<file path="src/ifd_config.svh">
// Widths, depths, window base addresses and thread count for fetch/decode
`ifndef IFD_CONFIG_SVH
`define IFD_CONFIG_SVH

// ------------------------------------------------------------------------
// Write bus and instruction word

`define IFD_WORD_WIDTH      32
`define IFD_ADDR_WIDTH      12

// Instruction format, MSB first: opcode, D, A, B
`define IFD_OPCODE_WIDTH    4
`define IFD_D_WIDTH         10
`define IFD_A_WIDTH         9
`define IFD_B_WIDTH         9

// ------------------------------------------------------------------------
// Memories

`define IFD_IM_ADDR_WIDTH   10
`define IFD_IM_DEPTH        (1 << `IFD_IM_ADDR_WIDTH)

`define IFD_THREAD_COUNT    4
`define IFD_THREAD_WIDTH    2

// One ALU control word per thread and opcode
`define IFD_CTRL_WIDTH      20
`define IFD_OD_ADDR_WIDTH   (`IFD_THREAD_WIDTH + `IFD_OPCODE_WIDTH)
`define IFD_OD_DEPTH        (`IFD_THREAD_COUNT << `IFD_OPCODE_WIDTH)

// ------------------------------------------------------------------------
// Write address map

`define IFD_IM_BASE         12'h400
`define IFD_OD_BASE         12'h800

// Added to D to reach the B-side data memory
`define IFD_DB_BASE         10'h200

// AXI4-Lite response code
`define IFD_AXI_RESP_OKAY   2'b00

`endif

</file>
<file path="src/ifd_pkg.sv">
// Vector typedefs, write request, memory write, decoded output and host FSM states
`include "ifd_config.svh"

package ifd_pkg;

    // --------------------------------------------------------------------
    // Plain vectors

    typedef logic [`IFD_ADDR_WIDTH-1:0]    addr_t;
    typedef logic [`IFD_WORD_WIDTH-1:0]    word_t;
    typedef logic [`IFD_IM_ADDR_WIDTH-1:0] im_addr_t;
    typedef logic [`IFD_OPCODE_WIDTH-1:0]  opcode_t;
    typedef logic [`IFD_D_WIDTH-1:0]       d_operand_t;
    typedef logic [`IFD_A_WIDTH-1:0]       a_operand_t;
    typedef logic [`IFD_B_WIDTH-1:0]       b_operand_t;
    typedef logic [`IFD_THREAD_WIDTH-1:0]  thread_t;
    typedef logic [`IFD_CTRL_WIDTH-1:0]    alu_ctrl_t;

    // --------------------------------------------------------------------
    // Bus structs

    // From a writer to the arbiter, and from the arbiter to the decoder
    typedef struct packed {
        logic  valid;
        addr_t addr;
        word_t data;
    } write_req_t;

    // Index is 0-based inside whichever window was hit
    typedef struct packed {
        logic  im_wren;
        logic  od_wren;
        addr_t index;
        word_t data;
    } mem_write_t;

    typedef struct packed {
        alu_ctrl_t  alu_control;
        d_operand_t da;
        d_operand_t db;
        a_operand_t a;
        b_operand_t b;
    } decoded_t;

    // --------------------------------------------------------------------
    // Host write port FSM

    typedef enum logic [1:0] {
        idle,
        wait_grant,
        resp
    } host_state_t;

endpackage

</file>
<file path="src/write_arbiter.sv">
// Fixed-priority write arbiter, core path first, host otherwise
`timescale 1ns/1ps
`default_nettype none

module write_arbiter (
    input  ifd_pkg::write_req_t core_req,
    input  logic                ior_previous,
    input  logic                cancel_previous,

    input  ifd_pkg::write_req_t host_req,
    output logic                host_grant,

    output ifd_pkg::write_req_t granted_req
);

    logic core_ok;

    // ------------------------------------------------------------------------
    // Core write counts only for an instruction neither annulled nor cancelled

    assign core_ok = core_req.valid && ior_previous && !cancel_previous;

    // Core has no back-pressure, so the host takes any free cycle
    assign host_grant = host_req.valid && !core_ok;

    always_comb begin
        granted_req       = host_req;
        granted_req.valid = host_grant;
        if (core_ok) begin
            granted_req = core_req;
        end
    end

endmodule

`default_nettype wire

</file>
<file path="config.mk">
export PLATFORM = sky130hd
export DESIGN_NAME = write_arbiter
export DESIGN_NICKNAME = d
export VERILOG_FILES = /design/src/ifd_pkg.sv /design/src/write_arbiter.sv
export VERILOG_INCLUDE_DIRS = /design/src
export SDC_FILE = /design/constraint.sdc
export NUM_CORES = 1
export LEC_CHECK = 0
export ABC_AREA = 1
export BUFFER_PORTS_ARGS = -buffer_cell sky130_fd_sc_hd__buf_2
export CAP_MARGIN = 20
export CORE_MARGIN = 3
export CORE_UTILIZATION = 28
export DETAILED_ROUTE_END_ITERATION = 8
export MAX_ROUTING_LAYER = met4
export PLACE_DENSITY = 0.86
export SLEW_MARGIN = 20
export SYNTH_ARGS = -nofsm -noshare
export SYNTH_HDL_FRONTEND = slang
export SYNTH_SLANG_ARGS = --single-unit
</file>
<file path="constraint.sdc">
create_clock -name vclk -period 1.6
set_input_delay 0.48 -clock vclk [all_inputs]
set_output_delay 0.48 -clock vclk [all_outputs]
set_load 0.02 [all_outputs]
</file>
== Yosys cells after proc, flatten, opt, wreduce, memory -nomap -nowiden ==
Index checks and enable logic that the tools add are counted.

* Muxes and demuxes: 1
* Reduce and logical (&&, ||, !) cells: 5

{| class="wikitable"
|+ Operators by type and width
! kind !! number
|-
| 45-bit 2-to-1 mux || 1
|-
| 1-bit logical AND || 3
|-
| 1-bit logical NOT || 2
|}

* Bits in registers: 0
* Input port bits: 92
* Output and inout bits: 46

== Logic depth before layout (Yosys ltp) ==
Gate-level depths: netlist of the first run.

* Word-level depth: 5
* Mapped depth: 5
* Mapped depth without buffers: 4

== Worst setup path after synthesis of the first run ==
No wires, ideal clock.

* Path type: input to output
* Start: in core_req[44] (netlist bit)
* End: out granted_req[10] (netlist bit)
* Data arrival time: 1097 ps
* Data required time: 1120 ps
* Path slack: 23 ps
* Stages on the path: 5
* Path buffers: 2
* Cell sequence: buf_4 nand3_4 buf_4 nand2_1 nand2_1

{| class="wikitable"
|+ RTL lines
! item !! RTL line !! source
|-
| from (decl) || write_arbiter.sv:6 || <nowiki>input ifd_pkg::write_req_t core_req,</nowiki>
|-
| to (decl) || write_arbiter.sv:13 || <nowiki>output ifd_pkg::write_req_t granted_req</nowiki>
|}

==> results of run 1 <==
[layer usage]
metal	vias to the layer above	GRT usage, %
met4	0	0
met2	114	38.1
met1	728	23.6
li1	809	-
met3	2	2.04
met5	-	-
[cell usage after synthesis]
cell type	number
nand2_1	89
nand4_1	44
buf_2	12
buf_4	6
and2_1	1
inv_1	1
inv_2	1
nand3_4	1
[cell type report]
type                       instances  area (um2)
tap                               30        37.5
inverter                           2        15.0
fill                             216         726
multi-input combinational        135         716
timing repair buffer             151        1010
[cells in the final DEF (no fill, tap or decap)]
| cell | synthesis | final |
|---|---|---|
| and2_1 | 1 | 1 |
| buf_12 | 0 | 5 |
| buf_16 | 0 | 1 |
| buf_2 | 12 | 121 |
| buf_4 | 6 | 4 |
| buf_6 | 0 | 18 |
| buf_8 | 0 | 1 |
| clkbuf_16 | 0 | 1 |
| inv_1 | 1 | 1 |
| inv_8 | 0 | 1 |
| nand2_1 | 89 | 68 |
| nand2_2 | 0 | 15 |
| nand2_4 | 0 | 6 |
| nand3_4 | 1 | 1 |
| nand4_1 | 44 | 44 |
[repair_timing]
item,4_1_cts,5_1_grt
setup endpoints to repair,46,46
setup buffers,0,0
cloned,1,2
hold endpoints to repair,0,0
pin swaps,0,1
resized for setup,5,62
[kinds of logic after synthesis]
logic type / share of synthesized area, %
AND/OR/NAND/NOR: 84.9
buffers and inverters: 15.1
[power by group through the flow]
| stage | clock, mW | combinational [mW] | sequential [mW] |
|---|---|---|---|
| floorplan | 0 | 0.263 | 0 |
| global placement | 0 | 0.483 | 0 |
| detailed placement | 0 | 0.488 | 0 |
| CTS | 0 | 0.503 | 0 |
| global route | 0 | 0.629 | 0 |
| finish | 0 | 0.585 | 0 |
[worst paths after layout]
| kind | from | end |
|---|---|---|
| worst min-delay path | host_req[10] | granted_req[10] |
| worst max-delay path | cancel_previous | granted_req[2] |
[through the flow]
| step | cells | hold slack, ps | util (%) | TNS [ps] | area [um2] |
|---|---|---|---|---|---|
| 6_report | 318 | 1250 | 71.0 | -3420 | 1770 |
| 5_1_grt | 318 | 1270 | 71.0 | -5490 | 1770 |
| 4_1_cts | 316 | 1250 | 61.8 | -3590 | 1550 |
| 3_5_place_dp | 315 | 1270 | 60.3 | -5270 | 1510 |
| 3_3_place_gp | 315 | 1260 | 60.3 | -4830 | 1510 |
| 2_1_floorplan | 155 | 1120 | - | 0 | 746 |
[tightest hold or removal path, delay by kind of cell]
| kind | cells | cell delay [ps] |
|---|---|---|
| AND/OR/NAND/NOR | 2 | 100 |
| buffers and inverters | 2 | 180 |
==> flow_summary.ini, run 1 <==
[finish]
seq_cell_count = 0
final-seq-area_um2 = 0
syn2layout_area_growth_pct = 138
nClkBuffers = 0
drive_gt1_share_pct = 60.4
diodes = 0
finalNetCount = 382

[route]
top_layer_used = met4
postRouteAntennaNets = 0
num_vias = 1653
drtIter0Drc = 178
wl_met1_mm = 1.46
wl_met3_um = 531
drt-pass1-iter-count = 4
wire_per_inst_um = 13.3
routed_via_density = 5.20
finalWirelength_mm = 4.23
drc = 0
met2WireLength_mm = 2.23

[power_and_ir_drop]
comb_power_share_pct = 100.0
power.density_nw_per_um2 = 330
power_leakage_nw = 1.09
vdd_ir_drop_max_mv = 0.239
clockPowerShare_pct = 0
seqPwrFrac_pct = 0
switching_share_pct = 53.9
switchingPower_mw = 0.315
fin_total_pwr_mw = 0.585
internal_power_mw = 0.270

[worst_setup_path]
max_stage_delay_ps = 190
crit_chain = buf_8, inv_8, nand3_4, buf_12, nand2_1, nand2_2, buf_6
end_kind = primary output
cp.depth = 7
required_ps = 1120
crit_path_top_delay_cell = buf_12
worstPathArrival_ps = 1230
cp-start-kind = input pin
worstSetupPathType = in2out
path_buf_inv = 4
crit_family = buffers and inverters
crit_fanout = 25

[timing]
worstMarginPinSlew_ps = 137
setup_viol = 45
slew_violations = 0
setup_ws_ps = -115
fmax_ghz = 0.583
period_minus_slack_ps = 1710
hold_viol_final = 0
rsz0062_at_grt = yes
slew_headroom_pct = 90.9
finalCritPeriodShare_pct = 107

[placed_design]
dp_slack_ps = -140
place.gp.congestion = 0.775
portBuffers = 138
dp_hpwl_mm = 2.82

[floorplanning]
placementRows = 18
core_um2 = 2500
start_util_pct = 29.8
fp.dieW_um = 57.6
ioPinCount = 138
dieArea_um2 = 3320
die_height_um = 57.6

[worst_hold_path]
hold_depth = 4
min-delay-path-class = in2out

[synth]
synth_top_area_share_pct = 44.8
netlist_area_um2 = 746
ys_warn_count = 0
yosysTopAreaCell = nand2_1
synth_cell_type_count = 8
avgSynthCellArea_um2 = 4.81
synth_area_leaders = nand2_1 (45%), nand4_1 (37%), buf_2 (8.1%), buf_4 (6.0%), nand3_4 (2.3%)
yosysSeqAreaShare_pct = 0
syn_nets = 247
syn_inst = 155

[global_routing]
grt_pass1_wl_mm = 5.52
grt_pass1_vias = 1310
grt_usage_pct = 19.9
antenna_found_initial = 0
overflow = 0
grt_max_degree = 29

[run_status]
violations = setup timing
status = finished with violations

[cts]
cts.hold.buffers_added = 0

[job]
drv_cap = 0
No activity file was read; power rests on OpenSTA's default activity.
==> run 2, diff against run 1 <==
Settings changed: PLACE_DENSITY 0.86 to 0.82, SLEW_MARGIN 20 to 0.
==> run 2 against run 1 <==
The flow still finishes with violations (setup timing). Flip-flop and latch count is the same. Non-clock buffer count is 3 higher. Routed wire length increased by 2.3%. Cell count rose by 0.94%. First-iteration DRC count down 58%. Total power rose by 2.0%. Sequential share of layout area unchanged. Critical path type unchanged. Critical endpoint is now granted_req[20]. Largest cell class unchanged. Largest power group unchanged.
==> flow_summary.ini, run 2 (synthesis gave the netlist of run 1 again) <==
[finish]
final-seq-area_um2 = 0
nClkBuffers = 0
diodes = 0
finalNetCount = 385
drive_gt1_share_pct = 61.9
layout_commonest_cell = buf_2
fill_cells = 208
syn2layout_area_growth_pct = 144
final_cell_mix = buf_2 (120), nand2_1 (65), nand4_1 (44), buf_6 (15), nand2_2 (13)
final_cells = 321
multiInputGateArea_um2 = 748
post-route-util_pct = 72.9
seq_cell_count = 0

[worst_setup_path]
crit_fanout = 16
worstSetupPathType = in2out
cp-start-kind = input pin
end_kind = primary output
worstPathArrival_ps = 1280
required_ps = 1120

[cts]
cts.hold.buffers_added = 0

[timing]
fmax_ghz = 0.567
slew_violations = 0
setup_ws_ps = -162
slew_headroom_pct = 88.6
finalCritPeriodShare_pct = 110
rsz0062_at_grt = yes
worstMarginPinSlew_ps = 171
period_minus_slack_ps = 1760
hold_viol_final = 0
setup_viol = 46
whs_ps = 1250

[power_and_ir_drop]
vdd_ir_drop_max_mv = 0.250
power_leakage_nw = 1.12
fin_total_pwr_mw = 0.597
switchingPower_mw = 0.321
seqPwrFrac_pct = 0
switching_share_pct = 53.9
power.density_nw_per_um2 = 327
clockPowerShare_pct = 0
internal_power_mw = 0.275
comb_power_share_pct = 100.0

[floorplanning]
die_height_um = 57.6
dieArea_um2 = 3320
start_util_pct = 29.8
fp.dieW_um = 57.6
core_um2 = 2500
placementRows = 18
ioPinCount = 138

[worst_hold_path]
min-delay-path-class = in2out
hp-start = host_req[44]
hold_depth = 4
min_to = granted_req[44]

[global_routing]
antenna_found_initial = 0
grt_pass1_wl_mm = 5.11
overflow = 0
grt_pass1_vias = 1255
grt_usage_pct = 18.6
grt_max_degree = 34

[route]
postRouteAntennaNets = 0
wl_met3_um = 427
drtIter0Drc = 75
finalWirelength_mm = 4.33
met2WireLength_mm = 2.35
wire_per_inst_um = 13.5
wl_met1_mm = 1.53
routed_via_density = 5.12
top_layer_used = met4
num_vias = 1645
drc = 0
drt-pass1-iter-count = 5

[run_status]
status = finished with violations
violations = setup timing

[placed_design]
portBuffers = 138
dp_hpwl_mm = 2.89
numPlacedInstances = 317
place.gp.congestion = 0.739

[job]
drv_cap = 0
==> run 2: metrics by stage <==
step	TNS [ps]	setup WS (ps)	instance area [um2]
5_1_grt	-6630	-203	1820
4_1_cts	-4420	-114	1520
3_3_place_gp	-5720	-145	1510
2_1_floorplan	0	23.1	746
3_5_place_dp	-6130	-150	1510
6_report	-4970	-162	1820
==> run 2: critical path, cell delays in order <==
cell	delay, ps
buf_8	100
inv_8	60
nand3_4	130
clkbuf_16	220
nand2_1	60
nand2_1	60
buf_2	160
==> run 2: area by class of cell <==
class	count	share of cell area [%]
repair buffers	154	56.1
multi-input cells	135	41.0
well taps	30	2.06
inverters	2	0.824
==> run 2: worst max-delay path by stage <==
| stage | start | endpoint | cells past startpoint |
|---|---|---|---|
| finish | cancel_previous | granted_req[20] | 7 |
| global route | cancel_previous | granted_req[34] | 7 |
| CTS | cancel_previous | granted_req[11] | 7 |
| detailed placement | cancel_previous | granted_req[11] | 7 |
| global placement | cancel_previous | granted_req[1] | 7 |
| floorplan | core_req[44] | granted_req[10] | 5 |
==> run 2: power groups by stage <==
stage                     clock network, mW  registers, mW  logic [mW]
after global placement                    0              0       0.483
after CTS                                 0              0       0.492
final                                     0              0       0.597
after detailed placement                  0              0       0.487
after global routing                      0              0       0.637
after floorplan                           0              0       0.263
==> run 2: what timing repair did <==
item,4_1_cts,5_1_grt
setup buffers,0,1
cloned,0,3
setup endpoints to repair,46,46
resized for setup,3,71
pin swaps,0,1
==> run 2: layer usage <==
metal	track usage (%)	vias to the layer above
li1	-	815
met1	20.9	734
met2	36.0	94
met3	2.49	2
met4	0.993	0
met5	-	-
