## src/ifd_config.svh

```systemverilog
// Widths, depths, window base addresses and thread count for fetch/decode
`ifndef IFD_CONFIG_SVH
`define IFD_CONFIG_SVH

// ------------------------------------------------------------------------
// Write bus and instruction word

`define IFD_WORD_WIDTH      32
`define IFD_ADDR_WIDTH      12

// Instruction format, MSB first: opcode, D, A, B
`define IFD_OPCODE_WIDTH    4
`define IFD_D_WIDTH         10
`define IFD_A_WIDTH         9
`define IFD_B_WIDTH         9

// ------------------------------------------------------------------------
// Memories

`define IFD_IM_ADDR_WIDTH   10
`define IFD_IM_DEPTH        (1 << `IFD_IM_ADDR_WIDTH)

`define IFD_THREAD_COUNT    4
`define IFD_THREAD_WIDTH    2

// One ALU control word per thread and opcode
`define IFD_CTRL_WIDTH      20
`define IFD_OD_ADDR_WIDTH   (`IFD_THREAD_WIDTH + `IFD_OPCODE_WIDTH)
`define IFD_OD_DEPTH        (`IFD_THREAD_COUNT << `IFD_OPCODE_WIDTH)

// ------------------------------------------------------------------------
// Write address map

`define IFD_IM_BASE         12'h400
`define IFD_OD_BASE         12'h800

// Added to D to reach the B-side data memory
`define IFD_DB_BASE         10'h200

// AXI4-Lite response code
`define IFD_AXI_RESP_OKAY   2'b00

`endif

```

## src/ifd_pkg.sv

```systemverilog
// Vector typedefs, write request, memory write, decoded output and host FSM states
`include "ifd_config.svh"

package ifd_pkg;

    // --------------------------------------------------------------------
    // Plain vectors

    typedef logic [`IFD_ADDR_WIDTH-1:0]    addr_t;
    typedef logic [`IFD_WORD_WIDTH-1:0]    word_t;
    typedef logic [`IFD_IM_ADDR_WIDTH-1:0] im_addr_t;
    typedef logic [`IFD_OPCODE_WIDTH-1:0]  opcode_t;
    typedef logic [`IFD_D_WIDTH-1:0]       d_operand_t;
    typedef logic [`IFD_A_WIDTH-1:0]       a_operand_t;
    typedef logic [`IFD_B_WIDTH-1:0]       b_operand_t;
    typedef logic [`IFD_THREAD_WIDTH-1:0]  thread_t;
    typedef logic [`IFD_CTRL_WIDTH-1:0]    alu_ctrl_t;

    // --------------------------------------------------------------------
    // Bus structs

    // From a writer to the arbiter, and from the arbiter to the decoder
    typedef struct packed {
        logic  valid;
        addr_t addr;
        word_t data;
    } write_req_t;

    // Index is 0-based inside whichever window was hit
    typedef struct packed {
        logic  im_wren;
        logic  od_wren;
        addr_t index;
        word_t data;
    } mem_write_t;

    typedef struct packed {
        alu_ctrl_t  alu_control;
        d_operand_t da;
        d_operand_t db;
        a_operand_t a;
        b_operand_t b;
    } decoded_t;

    // --------------------------------------------------------------------
    // Host write port FSM

    typedef enum logic [1:0] {
        idle,
        wait_grant,
        resp
    } host_state_t;

endpackage

```

## src/host_write_port.sv

```systemverilog
// AXI4-Lite write-only slave producing write requests for the arbiter
`timescale 1ns/1ps
`default_nettype none
`include "ifd_config.svh"

module host_write_port (
    input  logic               clock,
    input  logic               rst,

    input  logic               aw_valid,
    output logic               aw_ready,
    input  ifd_pkg::addr_t     aw_addr,

    input  logic               w_valid,
    output logic               w_ready,
    input  ifd_pkg::word_t     w_data,

    output logic               b_valid,
    input  logic               b_ready,
    output logic [1:0]         b_resp,

    output ifd_pkg::write_req_t host_req,
    input  logic               host_grant
);

    import ifd_pkg::*;

    host_state_t state;
    addr_t       req_addr;
    word_t       req_data;
    logic        accept;

    // ------------------------------------------------------------------------
    // AW and W are taken together, only while idle

    assign accept   = (state == idle) && aw_valid && w_valid;
    assign aw_ready = accept;
    assign w_ready  = accept;

    always_ff @(posedge clock) begin
        if (rst) begin
            state <= idle;
        end else begin
            case (state)
                idle: begin
                    if (accept) begin
                        state <= wait_grant;
                    end
                end
                wait_grant: begin
                    if (host_grant) begin
                        state <= resp;
                    end
                end
                resp: begin
                    if (b_ready) begin
                        state <= idle;
                    end
                end
                default: state <= idle;
            endcase
        end
    end

    // Address and data held until the arbiter takes them
    always_ff @(posedge clock) begin
        if (accept) begin
            req_addr <= aw_addr;
            req_data <= w_data;
        end
    end

    // ------------------------------------------------------------------------
    // Request and response

    always_comb begin
        host_req.valid = (state == wait_grant);
        host_req.addr  = req_addr;
        host_req.data  = req_data;
    end

    // Writes outside both windows are answered OKAY as well
    assign b_valid = (state == resp);
    assign b_resp  = `IFD_AXI_RESP_OKAY;

    // A pending request must not change while core writes hold it off
    a_host_req_stable: assert property (
        @(posedge clock) disable iff (rst)
        host_req.valid && !host_grant |=> $stable(host_req)
    );

endmodule

`default_nettype wire

```

## config.mk

```make
export PLATFORM = sky130hd
export DESIGN_NAME = host_write_port
export DESIGN_NICKNAME = d
export VERILOG_FILES = /design/src/ifd_pkg.sv /design/src/host_write_port.sv
export VERILOG_INCLUDE_DIRS = /design/src
export SDC_FILE = /design/constraint.sdc
export NUM_CORES = 1
export LEC_CHECK = 0
export BUFFER_PORTS_ARGS = -buffer_cell sky130_fd_sc_hd__buf_2
export CAP_MARGIN = 20
export CORE_UTILIZATION = 35
export CTS_CLUSTER_DIAMETER = 80
export DETAILED_ROUTE_END_ITERATION = 6
export HOLD_SLACK_MARGIN = 0.05
export PLACE_DENSITY = 0.78
export REMOVE_ABC_BUFFERS = 1
export SLEW_MARGIN = 20
export SYNTH_ARGS = -nofsm -noshare
export SYNTH_HDL_FRONTEND = slang
export SYNTH_SLANG_ARGS = --single-unit
```

## constraint.sdc

```tcl
create_clock -name clock -period 7.9 [get_ports clock]
set_clock_uncertainty 0.2 [all_clocks]
set_input_delay 1.58 -clock clock [delete_from_list [all_inputs] [get_ports clock]]
set_output_delay 1.58 -clock clock [all_outputs]
set_load 0.01 [all_outputs]
```

# [Word level (Yosys, flattened, before mapping)]
# Cells that the tools add are included.
[word_totals] latchBits=0 mem_bits_rw=0 n_memories=0 output_inout_bits=50 elab_cells=16 register_bits=46 romBits=0
[op_classes] shifts=0 n_mux=4 multipliers=0 eq_ne=5 magnitude_cmp=0 bitwise_logic=0 reduce_logical=4 add_sub_neg=0 div_mod_pow=0
[ops] operator="$mux W2" count=3
[ops] operator="$pmux W2 S3" count=1
[ops] operator="$ne A2 B1 Y1 const B" count=2
[ops] operator="$reduce_and A3 Y1" count=1
[ops] operator="$eq A2 B1 Y1 const B" count=1
[ops] operator="$eq A2 B2 Y1 const B" count=1
[ops] operator="$logic_and A1 B1 Y1" count=2
[ops] operator="$logic_not A2 Y1" count=1
[ops] operator="$ne A2 B2 Y1 const B" count=1

# [Longest topological paths before layout]
# Gate-level depths: netlist of the first run.
[depth] word_depth=5 mapped_depth=3 depth_no_buf=2

# [Least setup slack after synthesis of the first run]
# No wires, ideal clock.
[synth_path] path_type="input -> output" from="input port w_valid" to="output port w_ready" stages=3 path_buffers=1 t_arrival_ns=5.335 setup_slack_ns=0.785 cell_sequence="nand2_1 -> nor3_1 -> buf_4"
[synth_between] elab_chain_cells=1
[synth_rtl] item="start: declaration" line="host_write_port.sv:14" text="input logic w_valid,"
[synth_rtl] item="$logic_and A1 B1 Y1" line="host_write_port.sv:36" text="assign accept = (state == idle) && aw_valid && w_valid;"
[synth_rtl] item="end: declaration" line="host_write_port.sv:15" text="output logic w_ready,"
# Every way passes these cells.

# [Worst setup path after layout of the first run]
[layout_path] from="input port w_valid" to="output port aw_ready"
[layout_between] elab_chain_cells=1
[layout_rtl] item="$logic_and A1 B1 Y1" line="host_write_port.sv:36"
[layout_rtl] item="end: declaration" line="host_write_port.sv:11" text="output logic aw_ready,"
# Every way passes these cells.

==> results of run 1 <==
state kept, by name, summed over array words and instances (netlist names):
signal,flops
req_addr,12
req_data,32
state,2
report_power, final:
group          leakage, nW  internal, mW  switching, mW
registers            0.426         0.280        0.00276
logic                0.422        0.0167         0.0187
clock network       0.0658         0.125         0.0734
total                0.914         0.422         0.0948
final cells by class:
cell class,count,area (um^2)
fillers,347,1872
flip-flops and latches,46,1361
repair buffers,98,493.0
multi-input cells,12,78.83
clock buffers,5,68.82
clock inverters,3,63.81
well taps,50,62.56
layout by cell type (no fill, tap or decap):
master     netlist  final
clkinv_1         0      1
clkbuf_8         0      5
edfxtp_1        44     44
dfxtp_1          2      2
nand2b_1         1      1
bufinv_16        0      2
and2b_2          1      1
nand2_1          1      1
nand3b_1         2      2
buf_2            0     97
nor3_2           0      1
buf_4            3      1
or3b_1           1      1
a21oi_1          1      1
nor2b_1          1      1
a211oi_1         1      1
conb_1           1      2
worst register-to-register path: stages, from the launching register on:
cell	delay [ps]
dfxtp_1	370
nor3_2	190
buf_4	480
worst max-delay path by stage:
| stage | depth (start not counted) | slack (ps) | endpoint |
|---|---|---|---|
| final | 5 | 3580 | aw_ready |
| after global routing | 5 | 3450 | w_ready |
| after CTS | 5 | 3560 | aw_ready |
| after detailed placement | 5 | 3550 | aw_ready |
| after global placement | 5 | 3590 | aw_ready |
| after floorplan | 2 | 1100 | aw_ready |
routing by layer:
layer	vias up	routed length, um	global-route usage (%)
met5	-	0	0
met4	0	50	7.181
met3	8	310	4.795
met2	72	1114	18.24
met1	389	1075	14.51
li1	431	-	-
cells by family after synthesis:
group	Yosys count	share of synthesized area, %
flops	46	93.63
simple gates	8	3.700
buf+inv	3	1.549
compound gates	2	0.8604
other cells	1	0.2579
==> impl_metrics.tcl, run 1 <==
set metrics [dict create \
    async_flop_share_pct 0 \
    synthesis.instances 60 \
    port_buffers 97 \
    synth_area_um2 1454 \
    die_h_um 66.45 \
    grt_pass1_vias 861 \
    ir_drop_uv 148.3 \
    cp-startpoint "w_valid" \
    path_common_cell "buf_2" \
    synth-edff-count 44 \
    hold_violations 0 \
    synth_seq_area_share_pct 93.63 \
    initial_utilization_pct 36.35 \
    worst-path-max-fanout 46 \
    num_vias 900 \
    clkLatencyLatePin_ps 290 \
    place_inst 206 \
    clock-sinks 46 \
    ant_nets 0 \
    totalWireLength_um 2550 \
    cts_tree "done" \
    whs_endpoint "state[0]$_SDFFE_PP0P_" \
    viasPerCell 4.206 \
    layout.cells.non_filler 214 \
    antenna_cells 0 \
    dr.pass1.iters 3 \
    grt_pass1_wl_um 3746 \
    p_leak_nw 0.9145 \
    fmax_ghz 0.2313 \
    power.density_nw_per_um2 242.8 \
    grtUsageTotal_pct 12.08 \
    cp_cell_sequence "buf_2 > nand2_1 > nor3_2 > buf_4 > buf_2" \
    fin_hold_ws_ps 336.3 \
    min-delay-start "state[1]$_SDFFE_PP0P_" \
    ios 100 \
    cts_root_buf "clkbuf_8" \
    worstReg2RegStart "state[1]$_SDFFE_PP0P_" \
    synth_seq_cells 46 \
    cts_buffer_depth 2 \
    syn_avg_cell_area_um2 24.23 \
    yosysTopAreaCellShare_pct 90.88 \
    ys.flop_type "edfxtp_1" \
    drive_above_1_share_pct 65.24 \
    worstSetupPathType "in2out" \
    worstMarginPinSlew_ps 536.6 \
    wire_per_inst_um 11.92 \
    gp_congestion 0.6853 \
    required_ps 6120 \
    antenna_found_initial 0 \
    setup_viol 0 \
    cp-end-kind "primary output" \
    crit_family "buffers and inverters" \
    r2r_slack_ps 6290 \
    die-area_um2 4416 \
    cap_viol_max_count 0 \
    power_mw 0.5168 \
    yosysUniqueCellTypes 13 \
    drtIter0Drc 58 \
    synth_area_leaders "edfxtp_1 91%, dfxtp_1 2.8%, buf_4 1.5%" \
    yosysTopAreaCell "edfxtp_1" \
    dieWidth_um 66.45 \
    post-place-ws_ps 3552 \
    clk_pin_slew_worst_paths_ps 80 \
    relSlewSlack_pct 64.23 \
    rsz0062_at_grt "no" \
    reg2reg_to "req_addr[7]$_DFFE_PP_" \
    grt_start_max_net_pins 47 \
    hold_class "reg2reg" \
    design_area_um2 2128 \
    cts_hold_buffers 0 \
    syn_to_final_growth_pct 46.39 \
    post-route-period-util_pct 54.72 \
    layout.nets 213 \
    holdPathStages 1 \
    critPathSlowestCell "buf_4" \
    slew_violations 0 \
    design.core.area_um2 4000 \
    start_kind "primary input" \
    yosysWarnings 0 \
    htreeDepth 2 \
    grt-ovfl-total 0 \
    cts_buffers 5 \
    layout_setup_ws_ps 3577 \
    drc 0 \
    dpl-instance-area_um2 1996 \
    synth_most_common_cell "edfxtp_1" \
    ctsResizeCount 0 \
    final_util_pct 53.21 \
    crit_arrival_ps 2540 \
    period_needed_ps 4323 \
    r2r_cells 2 \
    finalSetupTns_ps 0 \
    cp_num_buf_inv 3 \
    status "finished, final reports clean" \
    ys_top_cells_by_count "44 x edfxtp_1, 3 x buf_4, 2 x dfxtp_1, 2 x nand3b_1" \
    post_cts_buffers 0 \
    rows 23 \
    max_stage_delay_ps 480 \
]
Note: power is estimated with default switching activity, not from simulation.
==> run 2: changes to the inputs <==
--- a/config.mk
+++ b/config.mk
@@ -6,6 +6,7 @@
 export SDC_FILE = /design/constraint.sdc
 export NUM_CORES = 1
 export LEC_CHECK = 0
+export ABC_AREA = 1
 export BUFFER_PORTS_ARGS = -buffer_cell sky130_fd_sc_hd__buf_2
 export CAP_MARGIN = 20
 export CORE_UTILIZATION = 35
==> constraint.sdc (replaced) <==
create_clock -name clock -period 4.5 [get_ports clock]
set_clock_uncertainty 0.2 [all_clocks]
set_input_delay 0.9 -clock clock [delete_from_list [all_inputs] [get_ports clock]]
set_output_delay 0.9 -clock clock [all_outputs]
set_load 0.01 [all_outputs]
==> run 2 against run 1 <==
Compared with the run above:
- power increased by 76%
- critical endpoint unchanged
- sequential power increased by 75%
- synthesized area about the same
- register-to-register slack got worse by 3600 ps
- largest cell class unchanged
- combinational power increased by 78%
- global-route usage increased by 1.2 points
- via count increased by 2.1%
- synthesized cell count increased by 8.3%
- utilization decreased by 0.16 points
- first-iteration DRC count decreased by 5.2%
- clock-buffer cell count unchanged
- critical path type unchanged
==> impl_metrics.tcl, run 2 <==
set metrics [dict create \
    synth_area_leaders "edfxtp_1 91%, dfxtp_1 2.8%, buf_4 1.6%" \
    start_kind "primary input" \
    syn_to_final_growth_pct 46.08 \
    clk_pin_slew_worst_paths_ps 80 \
    gp_congestion 0.7145 \
    htreeDepth 2 \
    required_ps 3400 \
    final_cell_mix "97 x buf_2, 44 x edfxtp_1, 5 x clkbuf_8" \
    max_stage_delay_ps 370 \
    ios 100 \
    fmax_ghz 0.3534 \
    rows 23 \
    cap_viol_max_count 0 \
    crit_arrival_ps 1730 \
    period_needed_ps 2830 \
    hpwl_um 2173 \
    drc 0 \
    largestRegisters "req_data x32, req_addr x12, state x2" \
    slew_violations 0 \
    async_flop_share_pct 0 \
    top_register "req_data" \
    grtUsageTotal_pct 13.27 \
    cts_buffers 5 \
    drive_above_1_share_pct 62.72 \
    status "finished, final reports clean" \
    synth_most_common_cell "edfxtp_1" \
    synth_area_um2 1453 \
    antenna_found_initial 0 \
    ant_nets 0 \
    hold_class "reg2reg" \
    largest_reg_flops 32 \
    yosysUniqueCellTypes 10 \
    fill_cells 339 \
    viasPerCell 4.196 \
    worstSetupPathType "in2out" \
    multi_input_area_um2 53.80 \
    die_h_um 66.43 \
    ys.flop_type "edfxtp_1" \
    yosysWarnings 0 \
    num_vias 919 \
    port_buffers 97 \
    cts_buffer_depth 2 \
    synthesis.instances 65 \
    final_common_cell "buf_2" \
    setup_viol 0 \
    worst-path-max-fanout 24 \
    post_cts_buffers 0 \
    cp_cell_sequence "buf_2 > nand2_1 > inv_1 > nand2_1 > inv_2 > buf_2" \
    rsz0062_at_grt "no" \
    cts_root_buf "clkbuf_8" \
    cts_tree "done" \
    power.density_nw_per_um2 427.6 \
    syn_avg_cell_area_um2 22.35 \
    layout.nets 218 \
    dpl-instance-area_um2 1989 \
    critPathSlowestCell "inv_2" \
    grt_pass1_vias 919 \
    ir_drop_uv 236.7 \
    hold_violations 0 \
    finalSetupTns_ps 0 \
    ys_top_cells_by_count "44 x edfxtp_1, 5 x inv_1, 3 x buf_4, 3 x nor2_1" \
    synth_seq_area_share_pct 93.71 \
    cts_hold_buffers 0 \
    synth-edff-count 44 \
    die-area_um2 4412 \
    dieWidth_um 66.43 \
    yosysTopAreaCellShare_pct 90.96 \
    initial_utilization_pct 36.32 \
    clock-sinks 46 \
    seq_area_um2 1361 \
    clkLatencyLatePin_ps 290 \
    yosysTopAreaCell "edfxtp_1" \
    cp-end-kind "primary output" \
    dr.pass1.iters 4 \
    antenna_cells 0 \
    design_area_um2 2122 \
    grt_start_max_net_pins 25 \
    drtIter0Drc 55 \
    synth_seq_cells 46 \
    grt_pass1_wl_um 4008 \
    post-route-period-util_pct 62.88 \
    totalWireLength_um 2786 \
    p_leak_nw 0.9294 \
    grt-ovfl-total 0 \
    wire_per_inst_um 12.72 \
    ctsResizeCount 0 \
    design.core.area_um2 4000 \
]
==> run 2: logic make-up after synthesis <==
group / Yosys count / synth area share [%]
buffers and inverters: 8 / 2.842
AO/OA/AOI/OAI: 2 / 0.6891
other: 1 / 0.2582
AND/OR/NAND/NOR: 8 / 2.498
flip-flops: 46 / 93.71
==> run 2: stage by stage <==
step / power [mW] / setup WS, ps / utilization (%) / instances / hold slack [ps]
2_1_floorplan: 0.5286 / 1391 / - / 63 / 276.4
3_3_place_gp: 0.5683 / 1684 / 49.73 / 211 / 290.8
3_5_place_dp: 0.5706 / 1657 / 49.73 / 211 / 321.7
4_1_cts: 0.9190 / 1660 / 53.05 / 219 / 332.5
5_1_grt: 0.9393 / 1584 / 53.05 / 219 / 360.1
6_report: 0.9075 / 1670 / 53.05 / 219 / 334.7
==> run 2: cell type report <==
cell class                      count  share of cell area (%)
Timing Repair Buffer               98                   23.23
Clock buffer                        5                   3.243
Tap cell                           50                   2.948
Multi-Input combinational cell     12                   2.535
Clock inverter                      3                   3.007
Sequential cell                    46                   64.15
Inverter                            5                  0.8844
==> run 2: final timing paths <==
check | startpoint | end | slack [ps] | depth (start not counted)
max | w_valid | aw_ready | 1670 | 6
max reg2reg | state[1]$_SDFFE_PP0P_ | req_addr[11]$_DFFE_PP_ | 2680 | 4
min | state[0]$_SDFFE_PP0P_ | state[0]$_SDFFE_PP0P_ | 330 | 2
min reg2reg | state[0]$_SDFFE_PP0P_ | state[0]$_SDFFE_PP0P_ | 330 | 2
==> run 2: report_power, final <==
part | leakage (nW) | switching [mW] | internal, mW
registers | 0.426 | 0.00467 | 0.492
clock network | 0.0658 | 0.129 | 0.220
logic | 0.437 | 0.0341 | 0.0288
total | 0.929 | 0.167 | 0.740
==> run 2: per-layer routing <==
metal / routed length, um / vias up / GRT usage (%)
met5: 0 / - / 0
met4: 58 / 0 / 7.181
met3: 423 / 7 / 8.621
met2: 1359 / 76 / 23.21
met1: 944 / 397 / 11.19
li1: - / 439 / -
==> run 2: worst max-delay path: cells and delay by family <==
kind / cells / cell delay (ps)
buffers and inverters: 4 / 710
and+or+nand+nor: 2 / 110
